==> src/source/zports_pkg.sv <==
`default_nettype none

package zports_pkg;

	//////////////////////////////////////////////////////////////////////
	// bus and register types

	typedef logic [7:0]  byte_t;    // z80 data byte
	typedef logic [15:0] io_addr_t; // full i/o address
	typedef logic [5:0]  border_t;  // 2 bits per rgb component
	typedef logic [5:0]  page_t;    // pentagon-1m ram page

	// port xt unlock sequence of aa, index and data
	typedef enum logic [1:0] {
		xt_idle = 2'd0,
		xt_addr = 2'd1,
		xt_data = 2'd2
	} xt_state_e;

	//////////////////////////////////////////////////////////////////////
	// port low bytes

	localparam byte_t PORT_FE = 8'hFE; // keys, tape, border, beeper
	localparam byte_t PORT_FD = 8'hFD; // 7ffd paging and ay
	localparam byte_t PORT_F7 = 8'hF7; // eff7 paging

	// soundrive channels shadowed by dos
	localparam byte_t PORT_SD0 = 8'h0F;
	localparam byte_t PORT_SD1 = 8'h1F;
	localparam byte_t PORT_SD2 = 8'h4F;
	localparam byte_t PORT_SD3 = 8'h5F;

	// covox hits all four channels
	localparam byte_t PORT_CVX1 = 8'hFB;
	localparam byte_t PORT_CVX2 = 8'hDD;

	localparam byte_t PORT_KJOY   = 8'h1F; // kempston joystick
	localparam byte_t PORT_KMOUSE = 8'hDF; // kempston mouse
	localparam byte_t PORT_XT_RD  = 8'hEF; // xt register readback

	//////////////////////////////////////////////////////////////////////
	// port xt

	localparam io_addr_t PORT_XT_FULL = 16'h55FF;
	localparam byte_t    XT_UNLOCK    = 8'hAA;

	localparam byte_t XT_REG_BORDER = 8'h00; // extended border
	localparam byte_t XT_REG_VCFG   = 8'h08; // video config

	// unmapped reads float high
	localparam byte_t BYTE_IDLE = 8'hFF;

endpackage

`default_nettype wire

==> src/source/port_decode.sv <==
`default_nettype none

module port_decode
	import zports_pkg::*;
(
	input  wire           zclk,
	input  wire           rst_n,
	input  wire io_addr_t a,
	input  wire           iorq_n,
	input  wire           rd_n,
	input  wire           wr_n,
	input  wire           dos,
	output logic          porthit,
	output logic          dataout,
	output logic          ay_bc1,
	output logic          ay_bdir,
	output logic          fe_wr,
	output logic          p7ffd_wr,
	output logic          peff7_wr,
	output logic [3:0]    dac_wr,
	output logic          xt_wr,
	output logic          other_wr
);

	byte_t loa;
	logic  iowr_now;
	logic  iord_now;
	logic  iowr_q;
	logic  iord_q;
	logic  port_wr;
	logic  port_rd;
	logic  ay_fffd;
	logic  ay_bffd;
	logic  cvx_hit;
	logic  xt_hit;

	assign loa      = a[7:0];
	assign iowr_now = ~(iorq_n | wr_n);
	assign iord_now = ~(iorq_n | rd_n);

	// one-cycle pulses on the leading edge of the strobes
	always_ff @(posedge zclk, negedge rst_n)
	begin
		if (!rst_n)
		begin
			iowr_q  <= 1'b0;
			iord_q  <= 1'b0;
			port_wr <= 1'b0;
			port_rd <= 1'b0;
		end
		else
		begin
			iowr_q  <= iowr_now;
			iord_q  <= iord_now;
			port_wr <= iowr_now & ~iowr_q;
			port_rd <= iord_now & ~iord_q;
		end
	end

	always_comb
	begin
		case (loa)
			PORT_FE, PORT_FD, PORT_KMOUSE, PORT_XT_RD, PORT_CVX1, PORT_CVX2:
				porthit = 1'b1;
			PORT_SD0, PORT_SD1, PORT_SD2, PORT_SD3, PORT_F7:
				porthit = ~dos; // hidden while shadow is on
			default:
				porthit = 1'b0;
		endcase
	end

	//////////////////////////////////////////////////////////////////////
	// ay chip select for fffd register and bffd data

	assign ay_fffd = (loa == PORT_FD) && (a[15:14] == 2'b11);
	assign ay_bffd = (loa == PORT_FD) && (a[15:14] == 2'b10);
	assign ay_bc1  = ay_fffd & ~iorq_n & (~rd_n | ~wr_n);
	assign ay_bdir = (ay_fffd | ay_bffd) & iowr_now;

	// ay drives the bus itself on fffd reads
	assign dataout = porthit & iord_now & ~ay_fffd;

	//////////////////////////////////////////////////////////////////////
	// per-function write pulses

	assign cvx_hit = (loa == PORT_CVX1) || (loa == PORT_CVX2);
	assign xt_hit  = (a == PORT_XT_FULL);

	assign fe_wr    = port_wr && (loa == PORT_FE);
	assign p7ffd_wr = port_wr && (loa == PORT_FD) && !a[15];
	assign peff7_wr = port_wr && (loa == PORT_F7) && !a[12] && !dos;
	assign xt_wr    = port_wr && xt_hit;
	assign other_wr = port_wr && !xt_hit; // breaks the xt sequence

	assign dac_wr[0] = port_wr && (cvx_hit || ((loa == PORT_SD0) && !dos));
	assign dac_wr[1] = port_wr && (cvx_hit || ((loa == PORT_SD1) && !dos));
	assign dac_wr[2] = port_wr && (cvx_hit || ((loa == PORT_SD2) && !dos));
	assign dac_wr[3] = port_wr && (cvx_hit || ((loa == PORT_SD3) && !dos));

	a_wr_rd_excl: assert property (@(posedge zclk) disable iff (!rst_n)
		!(port_wr && port_rd));

endmodule

`default_nettype wire

==> src/source/mem_paging.sv <==
`default_nettype none

module mem_paging
	import zports_pkg::*;
(
	input  wire        zclk,
	input  wire        rst_n,
	input  wire byte_t din,
	input  wire        p7ffd_wr,
	input  wire        peff7_wr,
	input  wire [1:0]  rstrom,
	output byte_t      p7ffd,
	output byte_t      peff7,
	output page_t      pent1m_page,
	output logic       pent1m_rom,
	output logic       pent1m_1m_on,
	output logic       pent1m_ram0_0
);

	byte_t p7ffd_reg; // 2..0 page, 3 screen, 4 rom, 5 lock, 7..6 high page
	byte_t peff7_reg; // 2 block1m, 3 ram0
	logic  rom_bit;
	logic  rstsync1;
	logic  rstsync2;
	logic  block1m;
	logic  block7ffd;

	assign block1m   = peff7_reg[2];
	assign block7ffd = p7ffd_reg[5] & block1m;

	always_ff @(posedge zclk, negedge rst_n)
	begin
		if (!rst_n)
			p7ffd_reg <= '0;
		else if (p7ffd_wr && !block7ffd)
			p7ffd_reg <= din;
	end

	always_ff @(posedge zclk, negedge rst_n)
	begin
		if (!rst_n)
			peff7_reg <= '0;
		else if (peff7_wr)
			peff7_reg <= din;
	end

	//////////////////////////////////////////////////////////////////////
	// rom choice reloaded as reset goes away

	always_ff @(posedge zclk, negedge rst_n)
	begin
		if (!rst_n)
		begin
			rstsync1 <= 1'b1;
			rstsync2 <= 1'b1;
		end
		else
		begin
			rstsync1 <= 1'b0;
			rstsync2 <= rstsync1;
		end
	end

	always_ff @(posedge zclk, negedge rst_n)
	begin
		if (!rst_n)
			rom_bit <= 1'b0;
		else if (rstsync2 && !rstsync1) // one cycle after release
			rom_bit <= rstrom[0];
		else if (p7ffd_wr && !block7ffd)
			rom_bit <= din[4];
	end

	assign p7ffd = {(block1m ? 3'b000 : p7ffd_reg[7:5]), rom_bit, p7ffd_reg[3:0]};
	assign peff7 = block1m ?
		{peff7_reg[7], 1'b0, peff7_reg[5:4], 3'b000, peff7_reg[0]} : peff7_reg;

	assign pent1m_page   = {p7ffd_reg[7:5], p7ffd_reg[2:0]};
	assign pent1m_rom    = p7ffd_reg[4];
	assign pent1m_1m_on  = ~block1m;
	assign pent1m_ram0_0 = peff7_reg[3];

	a_lock_holds: assert property (@(posedge zclk) disable iff (!rst_n)
		p7ffd_wr && block7ffd |=> $stable(p7ffd_reg));

endmodule

`default_nettype wire

==> src/source/sound_dac.sv <==
`default_nettype none

module sound_dac
	import zports_pkg::*;
(
	input  wire        zclk,
	input  wire        rst_n,
	input  wire byte_t din,
	input  wire        fe_wr,
	input  wire [3:0]  dac_wr,
	output byte_t      psd0,
	output byte_t      psd1,
	output byte_t      psd2,
	output byte_t      psd3
);

	byte_t chan [4];

	//////////////////////////////////////////////////////////////////////
	// channel registers

	// soundrive/covox writes take the whole byte and fe fills it from one bit
	for (genvar i = 0; i < 4; i++)
	begin : g_chan
		always_ff @(posedge zclk, negedge rst_n)
		begin
			if (!rst_n)
				chan[i] <= '0;
			else if (dac_wr[i])
				chan[i] <= din;
			else if (fe_wr)
			begin
				if (i < 2)
					chan[i] <= {8{din[4]}}; // beeper
				else
					chan[i] <= {8{din[3]}}; // tape out
			end
		end
	end

	assign psd0 = chan[0];
	assign psd1 = chan[1];
	assign psd2 = chan[2];
	assign psd3 = chan[3];

endmodule

`default_nettype wire

==> src/source/xt_config.sv <==
`default_nettype none

module xt_config
	import zports_pkg::*;
(
	input  wire        zclk,
	input  wire        rst_n,
	input  wire byte_t din,
	input  wire        fe_wr,
	input  wire        xt_wr,
	input  wire        other_wr,
	output border_t    border,
	output byte_t      vcfg,
	output byte_t      xt_rd_data
);

	xt_state_e xt_state;
	byte_t     xt_idx; // latched register index
	logic      xt_reg_wr;

	//////////////////////////////////////////////////////////////////////
	// unlock sequence on 55ff

	always_ff @(posedge zclk, negedge rst_n)
	begin
		if (!rst_n)
		begin
			xt_state <= xt_idle;
			xt_idx   <= '0;
		end
		else if (other_wr)
			xt_state <= xt_idle; // any foreign write aborts
		else if (xt_wr)
		begin
			case (xt_state)
				xt_idle:
					if (din == XT_UNLOCK)
						xt_state <= xt_addr;
				xt_addr:
				begin
					xt_idx   <= din;
					xt_state <= xt_data;
				end
				default:
					xt_state <= xt_idle; // data byte done
			endcase
		end
	end

	assign xt_reg_wr = xt_wr && (xt_state == xt_data);

	//////////////////////////////////////////////////////////////////////
	// registers

	always_ff @(posedge zclk, negedge rst_n)
	begin
		if (!rst_n)
			border <= '0;
		else if (xt_reg_wr && (xt_idx == XT_REG_BORDER))
			border <= din[5:0];
		else if (fe_wr)
			border <= {din[1], 1'b0, din[2], 1'b0, din[0], 1'b0}; // spectrum grb to rrggbb
	end

	always_ff @(posedge zclk, negedge rst_n)
	begin
		if (!rst_n)
			vcfg <= '0;
		else if (xt_reg_wr && (xt_idx == XT_REG_VCFG))
			vcfg <= din;
	end

	// only the border reads back
	assign xt_rd_data = (xt_idx == XT_REG_BORDER) ? {2'b00, border} : BYTE_IDLE;

	a_xt_state_legal: assert property (@(posedge zclk) disable iff (!rst_n)
		xt_state inside {xt_idle, xt_addr, xt_data});

endmodule

`default_nettype wire

==> src/source/read_mux.sv <==
`default_nettype none

module read_mux
	import zports_pkg::*;
(
	input  wire io_addr_t a,
	input  wire           dos,
	input  wire [4:0]     keys_in,
	input  wire           tape_read,
	input  wire [4:0]     kj_in,
	input  wire byte_t    mus_in,
	input  wire byte_t    xt_rd_data,
	output byte_t         dout
);

	always_comb
	begin
		case (a[7:0])
			PORT_FE:
				dout = {1'b1, tape_read, 1'b0, keys_in};
			PORT_KJOY:
				dout = dos ? BYTE_IDLE : {3'b000, kj_in}; // 1f belongs to fdc in dos
			PORT_KMOUSE:
				dout = mus_in;
			PORT_XT_RD:
				dout = xt_rd_data;
			default:
				dout = BYTE_IDLE;
		endcase
	end

endmodule

`default_nettype wire

==> src/source/zports.sv <==
`default_nettype none

module zports
	import zports_pkg::*;
(
	input  wire           zclk,
	input  wire           rst_n,
	// z80 bus
	input  wire io_addr_t a,
	input  wire byte_t    din,
	input  wire           iorq_n,
	input  wire           rd_n,
	input  wire           wr_n,
	// mode
	input  wire           dos,
	input  wire [1:0]     rstrom,
	// read sources
	input  wire [4:0]     keys_in,
	input  wire           tape_read,
	input  wire [4:0]     kj_in,
	input  wire byte_t    mus_in,
	output wire           porthit,
	output wire           dataout,
	output wire byte_t    dout,
	output wire           ay_bc1,
	output wire           ay_bdir,
	output wire border_t  border,
	output wire byte_t    vcfg,
	output wire byte_t    psd0,
	output wire byte_t    psd1,
	output wire byte_t    psd2,
	output wire byte_t    psd3,
	output wire byte_t    p7ffd,
	output wire byte_t    peff7,
	output wire page_t    pent1m_page,
	output wire           pent1m_rom,
	output wire           pent1m_1m_on,
	output wire           pent1m_ram0_0
);

	logic       fe_wr;
	logic       p7ffd_wr;
	logic       peff7_wr;
	logic [3:0] dac_wr;
	logic       xt_wr;
	logic       other_wr;
	byte_t      xt_rd_data;

	port_decode port_decode_inst (
		.zclk     (zclk),
		.rst_n    (rst_n),
		.a        (a),
		.iorq_n   (iorq_n),
		.rd_n     (rd_n),
		.wr_n     (wr_n),
		.dos      (dos),
		.porthit  (porthit),
		.dataout  (dataout),
		.ay_bc1   (ay_bc1),
		.ay_bdir  (ay_bdir),
		.fe_wr    (fe_wr),
		.p7ffd_wr (p7ffd_wr),
		.peff7_wr (peff7_wr),
		.dac_wr   (dac_wr),
		.xt_wr    (xt_wr),
		.other_wr (other_wr)
	);

	mem_paging mem_paging_inst (
		.zclk          (zclk),
		.rst_n         (rst_n),
		.din           (din),
		.p7ffd_wr      (p7ffd_wr),
		.peff7_wr      (peff7_wr),
		.rstrom        (rstrom),
		.p7ffd         (p7ffd),
		.peff7         (peff7),
		.pent1m_page   (pent1m_page),
		.pent1m_rom    (pent1m_rom),
		.pent1m_1m_on  (pent1m_1m_on),
		.pent1m_ram0_0 (pent1m_ram0_0)
	);

	sound_dac sound_dac_inst (
		.zclk   (zclk),
		.rst_n  (rst_n),
		.din    (din),
		.fe_wr  (fe_wr),
		.dac_wr (dac_wr),
		.psd0   (psd0),
		.psd1   (psd1),
		.psd2   (psd2),
		.psd3   (psd3)
	);

	xt_config xt_config_inst (
		.zclk       (zclk),
		.rst_n      (rst_n),
		.din        (din),
		.fe_wr      (fe_wr),
		.xt_wr      (xt_wr),
		.other_wr   (other_wr),
		.border     (border),
		.vcfg       (vcfg),
		.xt_rd_data (xt_rd_data)
	);

	read_mux read_mux_inst (
		.a          (a),
		.dos        (dos),
		.keys_in    (keys_in),
		.tape_read  (tape_read),
		.kj_in      (kj_in),
		.mus_in     (mus_in),
		.xt_rd_data (xt_rd_data),
		.dout       (dout)
	);

endmodule

`default_nettype wire

==> config.mk <==
export PLATFORM = sky130hd
export DESIGN_NAME = zports
export DESIGN_NICKNAME = d
export VERILOG_FILES = /design/src/source/zports_pkg.sv /design/src/source/port_decode.sv /design/src/source/mem_paging.sv /design/src/source/sound_dac.sv /design/src/source/xt_config.sv /design/src/source/read_mux.sv /design/src/source/zports.sv
export SDC_FILE = /design/constraint.sdc
export NUM_CORES = 1
export LEC_CHECK = 0
export BUFFER_PORTS_ARGS = -buffer_cell sky130_fd_sc_hd__buf_2
export CORE_ASPECT_RATIO = 0.6
export CORE_UTILIZATION = 37
export CTS_BUF_LIST = sky130_fd_sc_hd__clkbuf_16
export CTS_CLUSTER_SIZE = 12
export DETAILED_ROUTE_END_ITERATION = 8
export GPL_TIMING_DRIVEN = 0
export HOLD_SLACK_MARGIN = 0.15
export PLACE_DENSITY_LB_ADDON = 0.1
export SKIP_CTS_REPAIR_TIMING = 1
export SLEW_MARGIN = 10
export SYNTH_ARGS = -nofsm -noshare
export SYNTH_HDL_FRONTEND = slang
export SYNTH_SLANG_ARGS = --single-unit
==> constraint.sdc <==
create_clock -name zclk -period 1.7 [get_ports zclk]
set_input_delay 0.17 -clock zclk [delete_from_list [all_inputs] [get_ports zclk]]
set_output_delay 0.17 -clock zclk [all_outputs]
set_load 0.005 [all_outputs]
==> flow_results.xml, run 1 <==
<?xml version="1.0" encoding="UTF-8"?>
<metrics>
  <group name="run_status">
    <metric name="result_of_the_run" unit="">finished with violations</metric>
    <metric name="violations" unit="">negative setup slack</metric>
  </group>
  <group name="timing">
    <metric name="number_of_hold_violations_in_the_final_report" unit="">0</metric>
    <metric name="timing.final.ws_setup" unit="ns">-0.346</metric>
    <metric name="tightest_slew" unit="ns">0.722</metric>
    <metric name="timing.final.crit_period" unit="ns">2.05</metric>
    <metric name="drv_slew" unit="">0</metric>
    <metric name="max_clock_freq" unit="MHz">489</metric>
    <metric name="rsz0062_at_grt" unit="">true</metric>
    <metric name="fin_skew" unit="ns">0.00653</metric>
    <metric name="slew_headroom" unit="">0.519</metric>
    <metric name="final.period_utilization" unit="">1.20</metric>
    <metric name="setup-tns-final" unit="ns">-5.83</metric>
    <metric name="final-setup-viol-count" unit="">25</metric>
  </group>
  <group name="setup_path">
    <metric name="crit-reg2reg-launch" unit="">xt_config_inst.xt_idx[6]</metric>
    <metric name="cp_arrival" unit="ns">1.88</metric>
    <metric name="critPathMaxStageDelay" unit="ns">0.57</metric>
    <metric name="slowest_stage" unit="">or4_4</metric>
    <metric name="crit_fanout" unit="">8</metric>
    <metric name="worst_ep_required_time" unit="ns">1.53</metric>
    <metric name="startpoint" unit="">xt_config_inst.xt_idx[6]</metric>
    <metric name="critPathKind" unit="">flop to output pin</metric>
    <metric name="path_cells" unit="">or4_4 -&gt; nor3_4 -&gt; a211o_4 -&gt; nand3_1 -&gt; buf_2</metric>
    <metric name="critical_path.endpoint_type" unit="">output pin</metric>
    <metric name="startpoint_types" unit="">flop</metric>
  </group>
  <group name="die">
    <metric name="die_w" unit="um">134</metric>
    <metric name="io-pin-count" unit="">134</metric>
    <metric name="core_area" unit="um2">10000</metric>
    <metric name="start_util" unit="">0.388</metric>
    <metric name="die_h" unit="um">81.4</metric>
    <metric name="die-area" unit="um2">10900</metric>
    <metric name="core.rowCount" unit="">28</metric>
  </group>
  <group name="logic_synthesis">
    <metric name="cell_type_with_the_highest_aggregate_area_in_the_netlist" unit="">dfrtp_1</metric>
    <metric name="synth_top_cells_by_count" unit="">dfrtp_1 (75), nand2_1 (41), mux2_2 (27), o21ai_0 (20), nor2_1 (19)</metric>
    <metric name="netlist_area" unit="um2">3890</metric>
    <metric name="synth_edf_count" unit="">0</metric>
    <metric name="synth.most_common_cell" unit="">dfrtp_1</metric>
    <metric name="post_synthesis_cell_type_count" unit="">55</metric>
    <metric name="synth_area_leaders" unit="">dfrtp_1 (48%), mux2_2 (7.8%), nand2_1 (4.0%)</metric>
    <metric name="syn_area_per_cell" unit="um2">10.5</metric>
    <metric name="synth.yosys.seq_area_share" unit="">0.496</metric>
    <metric name="postSynthCellCount" unit="">370</metric>
    <metric name="synth_top_area_frac" unit="">0.483</metric>
    <metric name="synth.ff_latch_count" unit="">77</metric>
    <metric name="synth.yosys.warnings" unit="">0</metric>
    <metric name="dominantRegCellSynth" unit="">dfrtp_1</metric>
    <metric name="async_reset_ff_frac" unit="">1.00</metric>
  </group>
  <group name="placement">
    <metric name="io_buffers" unit="">129</metric>
    <metric name="place_congestion" unit="">0.872</metric>
    <metric name="place.detailed.hpwl" unit="um">8700</metric>
    <metric name="dp.cells" unit="">636</metric>
  </group>
  <group name="pwr">
    <metric name="leakage" unit="nW">2.94</metric>
    <metric name="power_per_cell_area" unit="nW/um2">814</metric>
    <metric name="power.total" unit="W">0.00464</metric>
    <metric name="power.ir.vdd_worst" unit="uV">496</metric>
  </group>
  <group name="clock_network">
    <metric name="clock_tree.buffer_depth" unit="">2</metric>
    <metric name="clk_transition_reported_paths" unit="ns">0.06</metric>
    <metric name="number_of_sinks_driven_by_the_clock_tree" unit="">77</metric>
    <metric name="numCtsBuffers" unit="">9</metric>
    <metric name="h_tree_levels" unit="">3</metric>
    <metric name="tritoncts" unit="">built</metric>
    <metric name="clk_root_buffer_cell" unit="">clkbuf_16</metric>
    <metric name="clk_latency" unit="ns">0.33</metric>
  </group>
  <group name="cells_and_area">
    <metric name="insertedDiodeCount" unit="">0</metric>
    <metric name="nFillCells" unit="">930</metric>
    <metric name="flow.area_growth_from_synthesis" unit="%">46.5</metric>
    <metric name="layout.cells.non_filler" unit="">691</metric>
    <metric name="ratio_of_cells_with_drive_above_1_in_the_final_layout" unit="">0.484</metric>
    <metric name="nNetsFinal" unit="">602</metric>
  </group>
  <group name="drt">
    <metric name="drt.antenna.violating_nets" unit="">0</metric>
    <metric name="wl" unit="um">12600</metric>
    <metric name="num_vias" unit="">3700</metric>
    <metric name="avgRoutedWirePerCell" unit="um">18.3</metric>
    <metric name="initialDrtViolationCount" unit="">246</metric>
    <metric name="first_pass_iters" unit="">5</metric>
    <metric name="via_per_inst" unit="">5.35</metric>
    <metric name="drt_drc_violations_left" unit="">0</metric>
  </group>
  <group name="worst_hold_path">
    <metric name="worstHoldPathType" unit="">primary input to flop</metric>
    <metric name="min-delay-start" unit="">din[2]</metric>
  </group>
  <group name="grt">
    <metric name="grt_remaining_overflow" unit="">0</metric>
    <metric name="antenna_found_initial" unit="">0</metric>
    <metric name="grt_pass1_wl" unit="um">18300</metric>
    <metric name="global_route.usage.total" unit="">0.225</metric>
    <metric name="number_of_global_route_vias_before_repair" unit="">3273</metric>
    <metric name="grt_max_degree" unit="">63</metric>
  </group>
  <group name="job">
    <metric name="maxCapViolations" unit="">0</metric>
  </group>
</metrics>
## worst paths after layout
check                                          endpoint  slack, ns  cells after the start
max                                             dout[4]      -0.35                      5
min                        mem_paging_inst.peff7_reg[2]       0.16                      3
max reg2reg                      xt_config_inst.vcfg[5]      -0.29                      5
min reg2reg                    mem_paging_inst.rstsync2       0.37                      0
max in group asynchronous      xt_config_inst.border[5]       0.89                      3
min in group asynchronous        sound_dac_inst.psd2[3]       0.24                      2
## critical path: cells and delay by family (launching register included)
kind	cells	cell delay, ns
buffers and inverters	1	0.14
AND/OR/NAND/NOR	3	0.83
AO/OA/AOI/OAI	1	0.21
flip-flops	1	0.37
## metal layers
metal  part of all wire  track usage  vias up
met5                  0            0        -
met3              0.089       0.0618       12
met4             0.0088       0.0618        0
li1                   -            -     1708
met1               0.47        0.322     1798
met2               0.43        0.331      182
## logic make-up after synthesis
kind of cell	synth area share
and+or+nand+nor	0.201
buffers and inverters	0.0573
AOI/OAI and AO/OA	0.147
xor gates and xnor gates	0.00225
muxes	0.0949
other	0.000965
DFF	0.496
## through the flow
stage	setup WS, ns	instance area, um2	utilization	hold slack (ns)
after floorplan	-0.0980	3930	-	-0.126
after global placement	-0.509	4750	0.474	0.357
after detailed placement	-0.536	4780	0.477	0.0476
after CTS	-0.699	5120	0.511	-0.317
after global routing	-0.460	5700	0.568	0.175
final	-0.346	5700	0.568	0.157
## cell type report
class,count,area [um2],share of cell area
repair buffers,169,1030,0.181
flip-flops and latches,77,1930,0.339
multi-input cells,252,1920,0.338
plain buffers,27,240,0.0422
inverters,15,56.3,0.00989
clock inverters,7,120,0.0211
clock buffers,9,225,0.0395
well taps,135,169,0.0297
## report_power, final
| group | leakage, nW | switching, W | internal, W | total (W) |
|---|---|---|---|---|
| Clock | 0.168 | 0.000759 | 0.00144 | 0.00220 |
| Sequential | 1.05 | 0.0000392 | 0.00190 | 0.00194 |
| Combinational | 1.72 | 0.000266 | 0.000231 | 0.000497 |
| Total | 2.94 | 0.00106 | 0.00357 | 0.00464 |
## cells in the final DEF, fill, tap and decap left out, types with 4 or more instances in the layout
| cell | count |
|---|---|
| buf_6 | 13 |
| mux2i_1 | 5 |
| a21o_1 | 8 |
| nor2b_1 | 8 |
| o211ai_1 | 14 |
| nand4b_1 | 4 |
| nand3_1 | 12 |
| nand4_1 | 8 |
| buf_2 | 125 |
| clkbuf_16 | 9 |
| a221o_1 | 6 |
| a21oi_1 | 11 |
| a22oi_1 | 6 |
| nand2_1 | 41 |
| o21ai_0 | 17 |
| inv_1 | 15 |
| buf_8 | 5 |
| mux2_2 | 22 |
| buf_4 | 37 |
| nor3_1 | 6 |
| mux2_4 | 6 |
| dfrtp_1 | 75 |
| nor2_1 | 16 |
| dlygate4sd3_1 | 5 |
Power figures use the tool's default switching activity.
==> run 2, diff against run 1 <==
--- a/config.mk
+++ b/config.mk
@@ -5,12 +5,13 @@
 export SDC_FILE = /design/constraint.sdc
 export NUM_CORES = 1
 export LEC_CHECK = 0
-export BUFFER_PORTS_ARGS = -buffer_cell sky130_fd_sc_hd__buf_2
+export ABC_AREA = 1
 export CORE_ASPECT_RATIO = 0.6
 export CORE_UTILIZATION = 37
-export CTS_BUF_LIST = sky130_fd_sc_hd__clkbuf_16
+export CTS_BUF_LIST = sky130_fd_sc_hd__clkbuf_8
 export CTS_CLUSTER_SIZE = 12
 export DETAILED_ROUTE_END_ITERATION = 8
+export DONT_BUFFER_PORTS = 1
 export GPL_TIMING_DRIVEN = 0
 export HOLD_SLACK_MARGIN = 0.15
 export PLACE_DENSITY_LB_ADDON = 0.1
==> run 2 against run 1 <==
The run ends with negative hold slack, negative setup slack left. Combinational power shrank 51%. Non-clock buffer count shrank 152. Via count shrank 4.6%. Design area shrank 21%. Routed wire length shrank 3.5%. Synthesized cell count grew 31%. Fmax grew 17%. Critical path type unchanged. Critical endpoint is now dout[7]. Largest cell class unchanged.
==> flow_results.xml, run 2 <==
<?xml version="1.0" encoding="UTF-8"?>
<metrics>
  <group name="run_status">
    <metric name="result_of_the_run" unit="">finished with violations</metric>
    <metric name="violations" unit="">negative hold slack, negative setup slack</metric>
  </group>
  <group name="timing">
    <metric name="worst_hold_check_slack" unit="ns">-0.491</metric>
    <metric name="timing.final.ws_setup" unit="ns">-0.0426</metric>
    <metric name="fin_skew" unit="ns">0.00529</metric>
    <metric name="number_of_hold_violations_in_the_final_report" unit="">77</metric>
    <metric name="timing.final.crit_period" unit="ns">1.74</metric>
    <metric name="rsz0062_at_grt" unit="">true</metric>
    <metric name="slew_headroom" unit="">0.660</metric>
    <metric name="final.period_utilization" unit="">1.03</metric>
    <metric name="max_clock_freq" unit="MHz">574</metric>
    <metric name="drv_slew" unit="">0</metric>
    <metric name="final-setup-viol-count" unit="">3</metric>
    <metric name="tightest_slew" unit="ns">0.510</metric>
  </group>
  <group name="setup_path">
    <metric name="critPathKind" unit="">flop to output pin</metric>
    <metric name="cp_arrival" unit="ns">1.57</metric>
    <metric name="crit_fanout" unit="">3</metric>
    <metric name="critical_path.endpoint_type" unit="">output pin</metric>
    <metric name="crit_buf_inv" unit="">0</metric>
    <metric name="startpoint_types" unit="">flop</metric>
    <metric name="cpMostUsedCell" unit="">nor2_2</metric>
    <metric name="path_cells" unit="">nor2_2 -&gt; nand2_2 -&gt; nor2_4 -&gt; nor2_2 -&gt; a21oi_2 -&gt; nand4_1</metric>
    <metric name="worst_ep_required_time" unit="ns">1.53</metric>
    <metric name="critPathMaxStageDelay" unit="ns">0.39</metric>
    <metric name="regToRegSetupSlack" unit="ns">0.09</metric>
    <metric name="slowest_stage" unit="">dfrtp_1</metric>
    <metric name="critPathTopFamily" unit="">simple AND/OR/NAND/NOR gates</metric>
  </group>
  <group name="clock_network">
    <metric name="h_tree_levels" unit="">3</metric>
    <metric name="tritoncts" unit="">built</metric>
    <metric name="number_of_sinks_driven_by_the_clock_tree" unit="">77</metric>
    <metric name="clk_latency" unit="ns">0.35</metric>
    <metric name="numCtsBuffers" unit="">9</metric>
    <metric name="clk_root_buffer_cell" unit="">clkbuf_8</metric>
    <metric name="clk_transition_reported_paths" unit="ns">0.07</metric>
    <metric name="clock_tree.buffer_depth" unit="">2</metric>
  </group>
  <group name="drt">
    <metric name="via_per_inst" unit="">5.44</metric>
    <metric name="met2_wirelength" unit="um">4980</metric>
    <metric name="drt_drc_violations_left" unit="">0</metric>
    <metric name="met3RoutedLength" unit="um">1160</metric>
    <metric name="top_layer" unit="">met4</metric>
    <metric name="wl" unit="um">12200</metric>
    <metric name="first_pass_iters" unit="">4</metric>
    <metric name="initialDrtViolationCount" unit="">205</metric>
    <metric name="avgRoutedWirePerCell" unit="um">18.8</metric>
    <metric name="drt.antenna.violating_nets" unit="">0</metric>
    <metric name="num_vias" unit="">3530</metric>
    <metric name="met1Wirelength" unit="um">6000</metric>
  </group>
  <group name="cells_and_area">
    <metric name="ratio_of_cells_with_drive_above_1_in_the_final_layout" unit="">0.175</metric>
    <metric name="insertedDiodeCount" unit="">0</metric>
    <metric name="final_cell_mix" unit="">nand3_1 (115), nand2_1 (91), dfrtp_1 (75)</metric>
    <metric name="nNetsFinal" unit="">564</metric>
    <metric name="layout_commonest_cell" unit="">nand3_1</metric>
    <metric name="layout.cells.non_filler" unit="">649</metric>
    <metric name="flow.area_growth_from_synthesis" unit="%">14.3</metric>
  </group>
  <group name="logic_synthesis">
    <metric name="synth.yosys.seq_area_share" unit="">0.487</metric>
    <metric name="synth_area_leaders" unit="">dfrtp_1 (47%), nand3_1 (15%), nand2_1 (8.8%)</metric>
    <metric name="synth.most_common_cell" unit="">nand3_1</metric>
    <metric name="postSynthCellCount" unit="">484</metric>
    <metric name="async_reset_ff_frac" unit="">1.00</metric>
    <metric name="synth_edf_count" unit="">0</metric>
    <metric name="post_synthesis_cell_type_count" unit="">28</metric>
    <metric name="synth_top_cells_by_count" unit="">nand3_1 (116), nand2_1 (93), dfrtp_1 (75), inv_1 (36), nor2_1 (34)</metric>
    <metric name="synth_top_area_frac" unit="">0.474</metric>
    <metric name="netlist_area" unit="um2">3960</metric>
    <metric name="syn_area_per_cell" unit="um2">8.18</metric>
    <metric name="synth.ff_latch_count" unit="">77</metric>
    <metric name="dominantRegCellSynth" unit="">dfrtp_1</metric>
    <metric name="cell_type_with_the_highest_aggregate_area_in_the_netlist" unit="">dfrtp_1</metric>
    <metric name="synth.yosys.warnings" unit="">0</metric>
  </group>
  <group name="grt">
    <metric name="grt_max_degree" unit="">78</metric>
    <metric name="grt_pass1_wl" unit="um">18500</metric>
    <metric name="antenna_found_initial" unit="">0</metric>
    <metric name="number_of_global_route_vias_before_repair" unit="">3255</metric>
    <metric name="global_route.usage.total" unit="">0.227</metric>
    <metric name="grt_remaining_overflow" unit="">0</metric>
  </group>
  <group name="job">
    <metric name="maxCapViolations" unit="">0</metric>
  </group>
  <group name="pwr">
    <metric name="power_per_cell_area" unit="nW/um2">736</metric>
    <metric name="leakage" unit="nW">2.25</metric>
    <metric name="power.ir.vdd_worst" unit="uV">405</metric>
  </group>
  <group name="placement">
    <metric name="detailedPlace.worstSlack" unit="ns">-0.158</metric>
    <metric name="dp.cells" unit="">620</metric>
    <metric name="place.detailed.hpwl" unit="um">9010</metric>
    <metric name="io_buffers" unit="">0</metric>
    <metric name="place_congestion" unit="">0.878</metric>
  </group>
  <group name="die">
    <metric name="core_area" unit="um2">10100</metric>
    <metric name="core.rowCount" unit="">28</metric>
    <metric name="io-pin-count" unit="">134</metric>
    <metric name="die_w" unit="um">136</metric>
    <metric name="die-area" unit="um2">11100</metric>
    <metric name="start_util" unit="">0.391</metric>
    <metric name="die_h" unit="um">82.2</metric>
  </group>
  <group name="worst_hold_path">
    <metric name="worstHoldPathType" unit="">primary input to asynchronous set/reset pin</metric>
  </group>
</metrics>
-- run 2: changes by cell type in the layout (fill, tap and decap cells not counted), sizes merged, moves of 12 or more --
| cell | delta |
|---|---|
| buf | -158 |
| inv | +19 |
| mux2 | -28 |
| nand2 | +60 |
| nand3 | +106 |
| nand4 | +12 |
| nor2 | +19 |
| o211ai | -14 |
| o21ai | +20 |
-- run 2: worst paths after layout --
path / cells past startpoint / startpoint / end
worst max-delay path: 6 / xt_config_inst.xt_idx[0] / dout[7]
max in group asynchronous: 0 / rst_n / mem_paging_inst.rstsync2
worst min register to register: 0 / mem_paging_inst.rstsync1 / mem_paging_inst.rstsync2
min in group zclk: 2 / din[4] / xt_config_inst.xt_idx[4]
worst min-delay path: 0 / rst_n / mem_paging_inst.peff7_reg[7]
worst max register to register: 7 / port_decode_inst.port_wr / xt_config_inst.vcfg[0]
-- run 2: final cells by class --
type | instances | area, um2
Tap cell | 135 | 169
Timing Repair Buffer | 19 | 198
Inverter | 37 | 143
Clock buffer | 9 | 124
Clock inverter | 3 | 17.5
Fill cell | 1054 | 5600
Multi-Input combinational cell | 344 | 1790
Sequential cell | 77 | 1930
Buffer | 25 | 159
-- run 2: worst register-to-register path, delay by kind of cell, from the launching register on --
family,cells,cell delay [ns]
buffers and inverters,3,0.57
and+or+nand+nor,3,0.56
AOI/OAI and AO/OA,1,0.05
DFF,1,0.33
-- run 2: where the power goes --
group / internal, W / leakage (nW) / switching, W
registers: 0.00190 / 1.06 / 0.0000604
logic: 0.0000849 / 1.12 / 0.000158
clock network: 0.000492 / 0.0727 / 0.000634
-- run 2: per-stage QoR --
| stage | TNS (ns) | hold WS, ns | power, W | area (um2) | utilization |
|---|---|---|---|---|---|
| after floorplan | 0 | -0.126 | 0.00213 | 3970 | - |
| after global placement | -1.85 | -0.123 | 0.00218 | 4130 | 0.408 |
| after detailed placement | -2.92 | -0.123 | 0.00219 | 4130 | 0.408 |
| after CTS | -5.53 | -0.511 | 0.00333 | 4280 | 0.422 |
| after global routing | -0.392 | -0.523 | 0.00347 | 4530 | 0.447 |
| final | -0.118 | -0.491 | 0.00333 | 4530 | 0.447 |
-- run 2: kinds of logic (layout without fill, tap and decap cells) --
logic type,after synthesis,count (layout),share of synthesized area
AO/OA/AOI/OAI,51,51,0.0805
other,1,2,0.000947
flip-flops,77,77,0.487
buffers and inverters,64,93,0.0745
AND/OR/NAND/NOR,291,291,0.357
-- run 2: metal layers --
metal / global-route usage / up-vias
met3: 0.0812 / 4
li1: - / 1689
met1: 0.332 / 1698
met5: 0 / -
met2: 0.314 / 139
met4: 0.0551 / 0
==> run 3, diff against run 2 <==
--- a/config.mk
+++ b/config.mk
@@ -19,4 +19,5 @@
 export SLEW_MARGIN = 10
 export SYNTH_ARGS = -nofsm -noshare
 export SYNTH_HDL_FRONTEND = slang
+export SYNTH_HIERARCHICAL = 1
 export SYNTH_SLANG_ARGS = --single-unit
==> run 3 against run 2 <==
Critical path type unchanged. Highest routed layer unchanged. Combinational power is 24% higher. Core utilization is 1.2 points higher. Routed wire length is 1.2% higher. Clock power is 42% higher. The run still ends with negative hold slack, negative setup slack left. Register-to-register slack worse by 0.10 ns. Synthesized cell count is 12% higher.
==> flow_results.xml, run 3 <==
<?xml version="1.0" encoding="UTF-8"?>
<metrics>
  <group name="pwr">
    <metric name="leakage" unit="nW">2.75</metric>
    <metric name="cell_internal_pwr" unit="W">0.00293</metric>
    <metric name="power.switching" unit="W">0.000949</metric>
    <metric name="portion_of_total_power_attributed_to_sequential_cells" unit="">0.510</metric>
    <metric name="power_per_cell_area" unit="nW/um2">738</metric>
    <metric name="power.total" unit="W">0.00388</metric>
    <metric name="combinationalPowerShare" unit="">0.078</metric>
    <metric name="power.ir.vdd_worst" unit="uV">399</metric>
    <metric name="switching_share" unit="">0.245</metric>
    <metric name="clock_power_share" unit="">0.413</metric>
  </group>
  <group name="die">
    <metric name="core.rowCount" unit="">30</metric>
    <metric name="die_h" unit="um">86.6</metric>
    <metric name="start_util" unit="">0.385</metric>
    <metric name="die_w" unit="um">143</metric>
    <metric name="io-pin-count" unit="">134</metric>
    <metric name="die-area" unit="um2">12400</metric>
    <metric name="core_area" unit="um2">11400</metric>
  </group>
  <group name="placement">
    <metric name="io_buffers" unit="">0</metric>
    <metric name="place_congestion" unit="">0.820</metric>
    <metric name="placed_cell_area" unit="um2">4620</metric>
    <metric name="detailedPlace.worstSlack" unit="ns">-0.370</metric>
    <metric name="place.detailed.hpwl" unit="um">8470</metric>
  </group>
  <group name="cells_and_area">
    <metric name="nNetsFinal" unit="">638</metric>
    <metric name="layout_commonest_cell" unit="">nand2_1</metric>
    <metric name="final_cell_mix" unit="">nand2_1 (164), nand3_1 (76), dfrtp_1 (75)</metric>
    <metric name="insertedDiodeCount" unit="">0</metric>
    <metric name="final_area" unit="um2">5260</metric>
    <metric name="ratio_of_cells_with_drive_above_1_in_the_final_layout" unit="">0.225</metric>
    <metric name="flow.area_growth_from_synthesis" unit="%">19.2</metric>
  </group>
  <group name="grt">
    <metric name="grt_remaining_overflow" unit="">0</metric>
    <metric name="global_route.usage.total" unit="">0.199</metric>
    <metric name="number_of_global_route_vias_before_repair" unit="">3381</metric>
    <metric name="grt_max_degree" unit="">78</metric>
    <metric name="antenna_found_initial" unit="">0</metric>
    <metric name="grt_pass1_wl" unit="um">18500</metric>
  </group>
  <group name="setup_path">
    <metric name="worst_ep_required_time" unit="ns">1.53</metric>
    <metric name="cp_arrival" unit="ns">1.77</metric>
    <metric name="startpoint_types" unit="">flop</metric>
    <metric name="regToRegSetupSlack" unit="ns">-0.01</metric>
    <metric name="r2r_end" unit="">xt_config_inst/vcfg[0]</metric>
    <metric name="crit-reg2reg-launch" unit="">port_decode_inst/port_wr</metric>
    <metric name="r2r.worst_path.cells" unit="">8</metric>
    <metric name="critPathKind" unit="">flop to output pin</metric>
    <metric name="crit_fanout" unit="">8</metric>
    <metric name="critical_path.endpoint_type" unit="">output pin</metric>
  </group>
  <group name="logic_synthesis">
    <metric name="cell_type_with_the_highest_aggregate_area_in_the_netlist" unit="">dfrtp_1</metric>
    <metric name="postSynthCellCount" unit="">543</metric>
    <metric name="synth.ff_latch_count" unit="">77</metric>
    <metric name="dominantRegCellSynth" unit="">dfrtp_1</metric>
    <metric name="synth_area_leaders" unit="">dfrtp_1 (43%), nand2_1 (14%), nand3_1 (8.9%)</metric>
    <metric name="synth_edf_count" unit="">0</metric>
    <metric name="syn_area_per_cell" unit="um2">8.12</metric>
    <metric name="synth_top_area_frac" unit="">0.426</metric>
    <metric name="synth_top_cells_by_count" unit="">nand2_1 (164), nand3_1 (78), dfrtp_1 (75), inv_1 (47), nor2_1 (44)</metric>
    <metric name="async_reset_ff_frac" unit="">1.00</metric>
    <metric name="synth.yosys.seq_area_share" unit="">0.437</metric>
    <metric name="netlist_area" unit="um2">4410</metric>
    <metric name="synth.yosys.warnings" unit="">6</metric>
    <metric name="post_synthesis_cell_type_count" unit="">37</metric>
    <metric name="synth.most_common_cell" unit="">nand2_1</metric>
  </group>
  <group name="timing">
    <metric name="max_clock_freq" unit="MHz">515</metric>
    <metric name="final.period_utilization" unit="">1.14</metric>
    <metric name="worst_hold_check_slack" unit="ns">-0.501</metric>
    <metric name="rsz0062_at_grt" unit="">true</metric>
    <metric name="number_of_hold_violations_in_the_final_report" unit="">77</metric>
    <metric name="timing.final.crit_period" unit="ns">1.94</metric>
    <metric name="drv_slew" unit="">0</metric>
    <metric name="setup-tns-final" unit="ns">-1.85</metric>
    <metric name="tightest_slew" unit="ns">0.728</metric>
    <metric name="timing.final.ws_setup" unit="ns">-0.243</metric>
    <metric name="fin_skew" unit="ns">0.0109</metric>
    <metric name="slew_headroom" unit="">0.513</metric>
    <metric name="final-setup-viol-count" unit="">10</metric>
  </group>
  <group name="run_status">
    <metric name="result_of_the_run" unit="">finished with violations</metric>
    <metric name="violations" unit="">negative hold slack, negative setup slack</metric>
  </group>
  <group name="clock_network">
    <metric name="clk_latency" unit="ns">0.36</metric>
    <metric name="numCtsBuffers" unit="">9</metric>
    <metric name="h_tree_levels" unit="">3</metric>
    <metric name="clk_root_buffer_cell" unit="">clkbuf_8</metric>
    <metric name="clk_transition_reported_paths" unit="ns">0.08</metric>
    <metric name="tritoncts" unit="">built</metric>
    <metric name="number_of_sinks_driven_by_the_clock_tree" unit="">77</metric>
    <metric name="clock_tree.buffer_depth" unit="">2</metric>
  </group>
  <group name="job">
    <metric name="maxCapViolations" unit="">0</metric>
  </group>
  <group name="worst_hold_path">
    <metric name="worstHoldPathType" unit="">primary input to asynchronous set/reset pin</metric>
  </group>
  <group name="drt">
    <metric name="drt_drc_violations_left" unit="">0</metric>
    <metric name="first_pass_iters" unit="">4</metric>
    <metric name="num_vias" unit="">3654</metric>
    <metric name="via_per_inst" unit="">4.86</metric>
    <metric name="initialDrtViolationCount" unit="">259</metric>
    <metric name="avgRoutedWirePerCell" unit="um">16.4</metric>
    <metric name="drt.antenna.violating_nets" unit="">0</metric>
    <metric name="wl" unit="um">12300</metric>
  </group>
</metrics>
-- run 3: cell count changes after synthesis, moves of 10 or more --
cell     delta
inv_1      +11
nand2_1    +71
nand3_1    -38
or2_1      +11
nor2_1     +10
nand4_1    -19
o21ai_0    -12
-- run 3: cell type report --
type                    instances  area [um2]
inverters                      50         191
flip-flops and latches         77        1930
multi-input cells             395        2200
fillers                      1127        6190
clock inverters                 5        81.3
plain buffers                  22         213
repair buffers                 32         295
well taps                     160         200
clock buffers                  11         151
-- run 3: metal layers --
metal  global-route usage  wire length [um]
met1                0.297              5960
met2                0.267              5120
met3               0.0751              1200
met4               0.0401                44
met5                    0                 0
-- run 3: power groups by stage --
stage	clock, W	combinational, W	sequential (W)
4_1_cts	0.00165	0.000226	0.00197
2_1_floorplan	0	0.000191	0.00199
5_1_grt	0.00173	0.000336	0.00199
3_5_place_dp	0	0.000225	0.00201
6_report	0.00160	0.000302	0.00198
3_3_place_gp	0	0.000217	0.00201
-- run 3: how the worst max path moves through the flow --
| stage | from | slack [ns] | depth (start not counted) | to |
|---|---|---|---|---|
| after floorplan | port_decode_inst/port_wr | 0.04 | 8 | xt_config_inst/vcfg[0] |
| after global placement | port_decode_inst/port_wr | -0.39 | 6 | mem_paging_inst/p7ffd_reg[0] |
| after detailed placement | port_decode_inst/port_wr | -0.37 | 6 | mem_paging_inst/p7ffd_reg[0] |
| after CTS | port_decode_inst/port_wr | -0.40 | 6 | mem_paging_inst/p7ffd_reg[0] |
| after global routing | xt_config_inst/xt_idx[4] | -0.36 | 9 | dout[5] |
| final | xt_config_inst/xt_idx[4] | -0.24 | 9 | dout[0] |
-- run 3: cell families (layout without fill, tap and decap cells) --
kind of cell / after synthesis / after routing / share of synthesized area
other cells: 1 / 2 / 0.000850
mux: 3 / 3 / 0.00766
flops: 77 / 77 / 0.437
compound gates: 32 / 32 / 0.0468
simple gates: 358 / 358 / 0.420
buf+inv: 72 / 120 / 0.0868
-- run 3: worst max-delay path, stage by stage, from the launching register on --
cell	delay (ns)
dfrtp_1	0.40
nor2_1	0.13
nand2_2	0.10
nor3_4	0.17
inv_2	0.09
or2_1	0.21
nand3_1	0.09
nand2_1	0.06
nor2_1	0.10
nand2_1	0.07
-- run 3: through the flow --
stage	instances	util
after floorplan	544	-
after global routing	752	0.459
after CTS	720	0.424
after global placement	704	0.404
final	752	0.459
after detailed placement	704	0.404
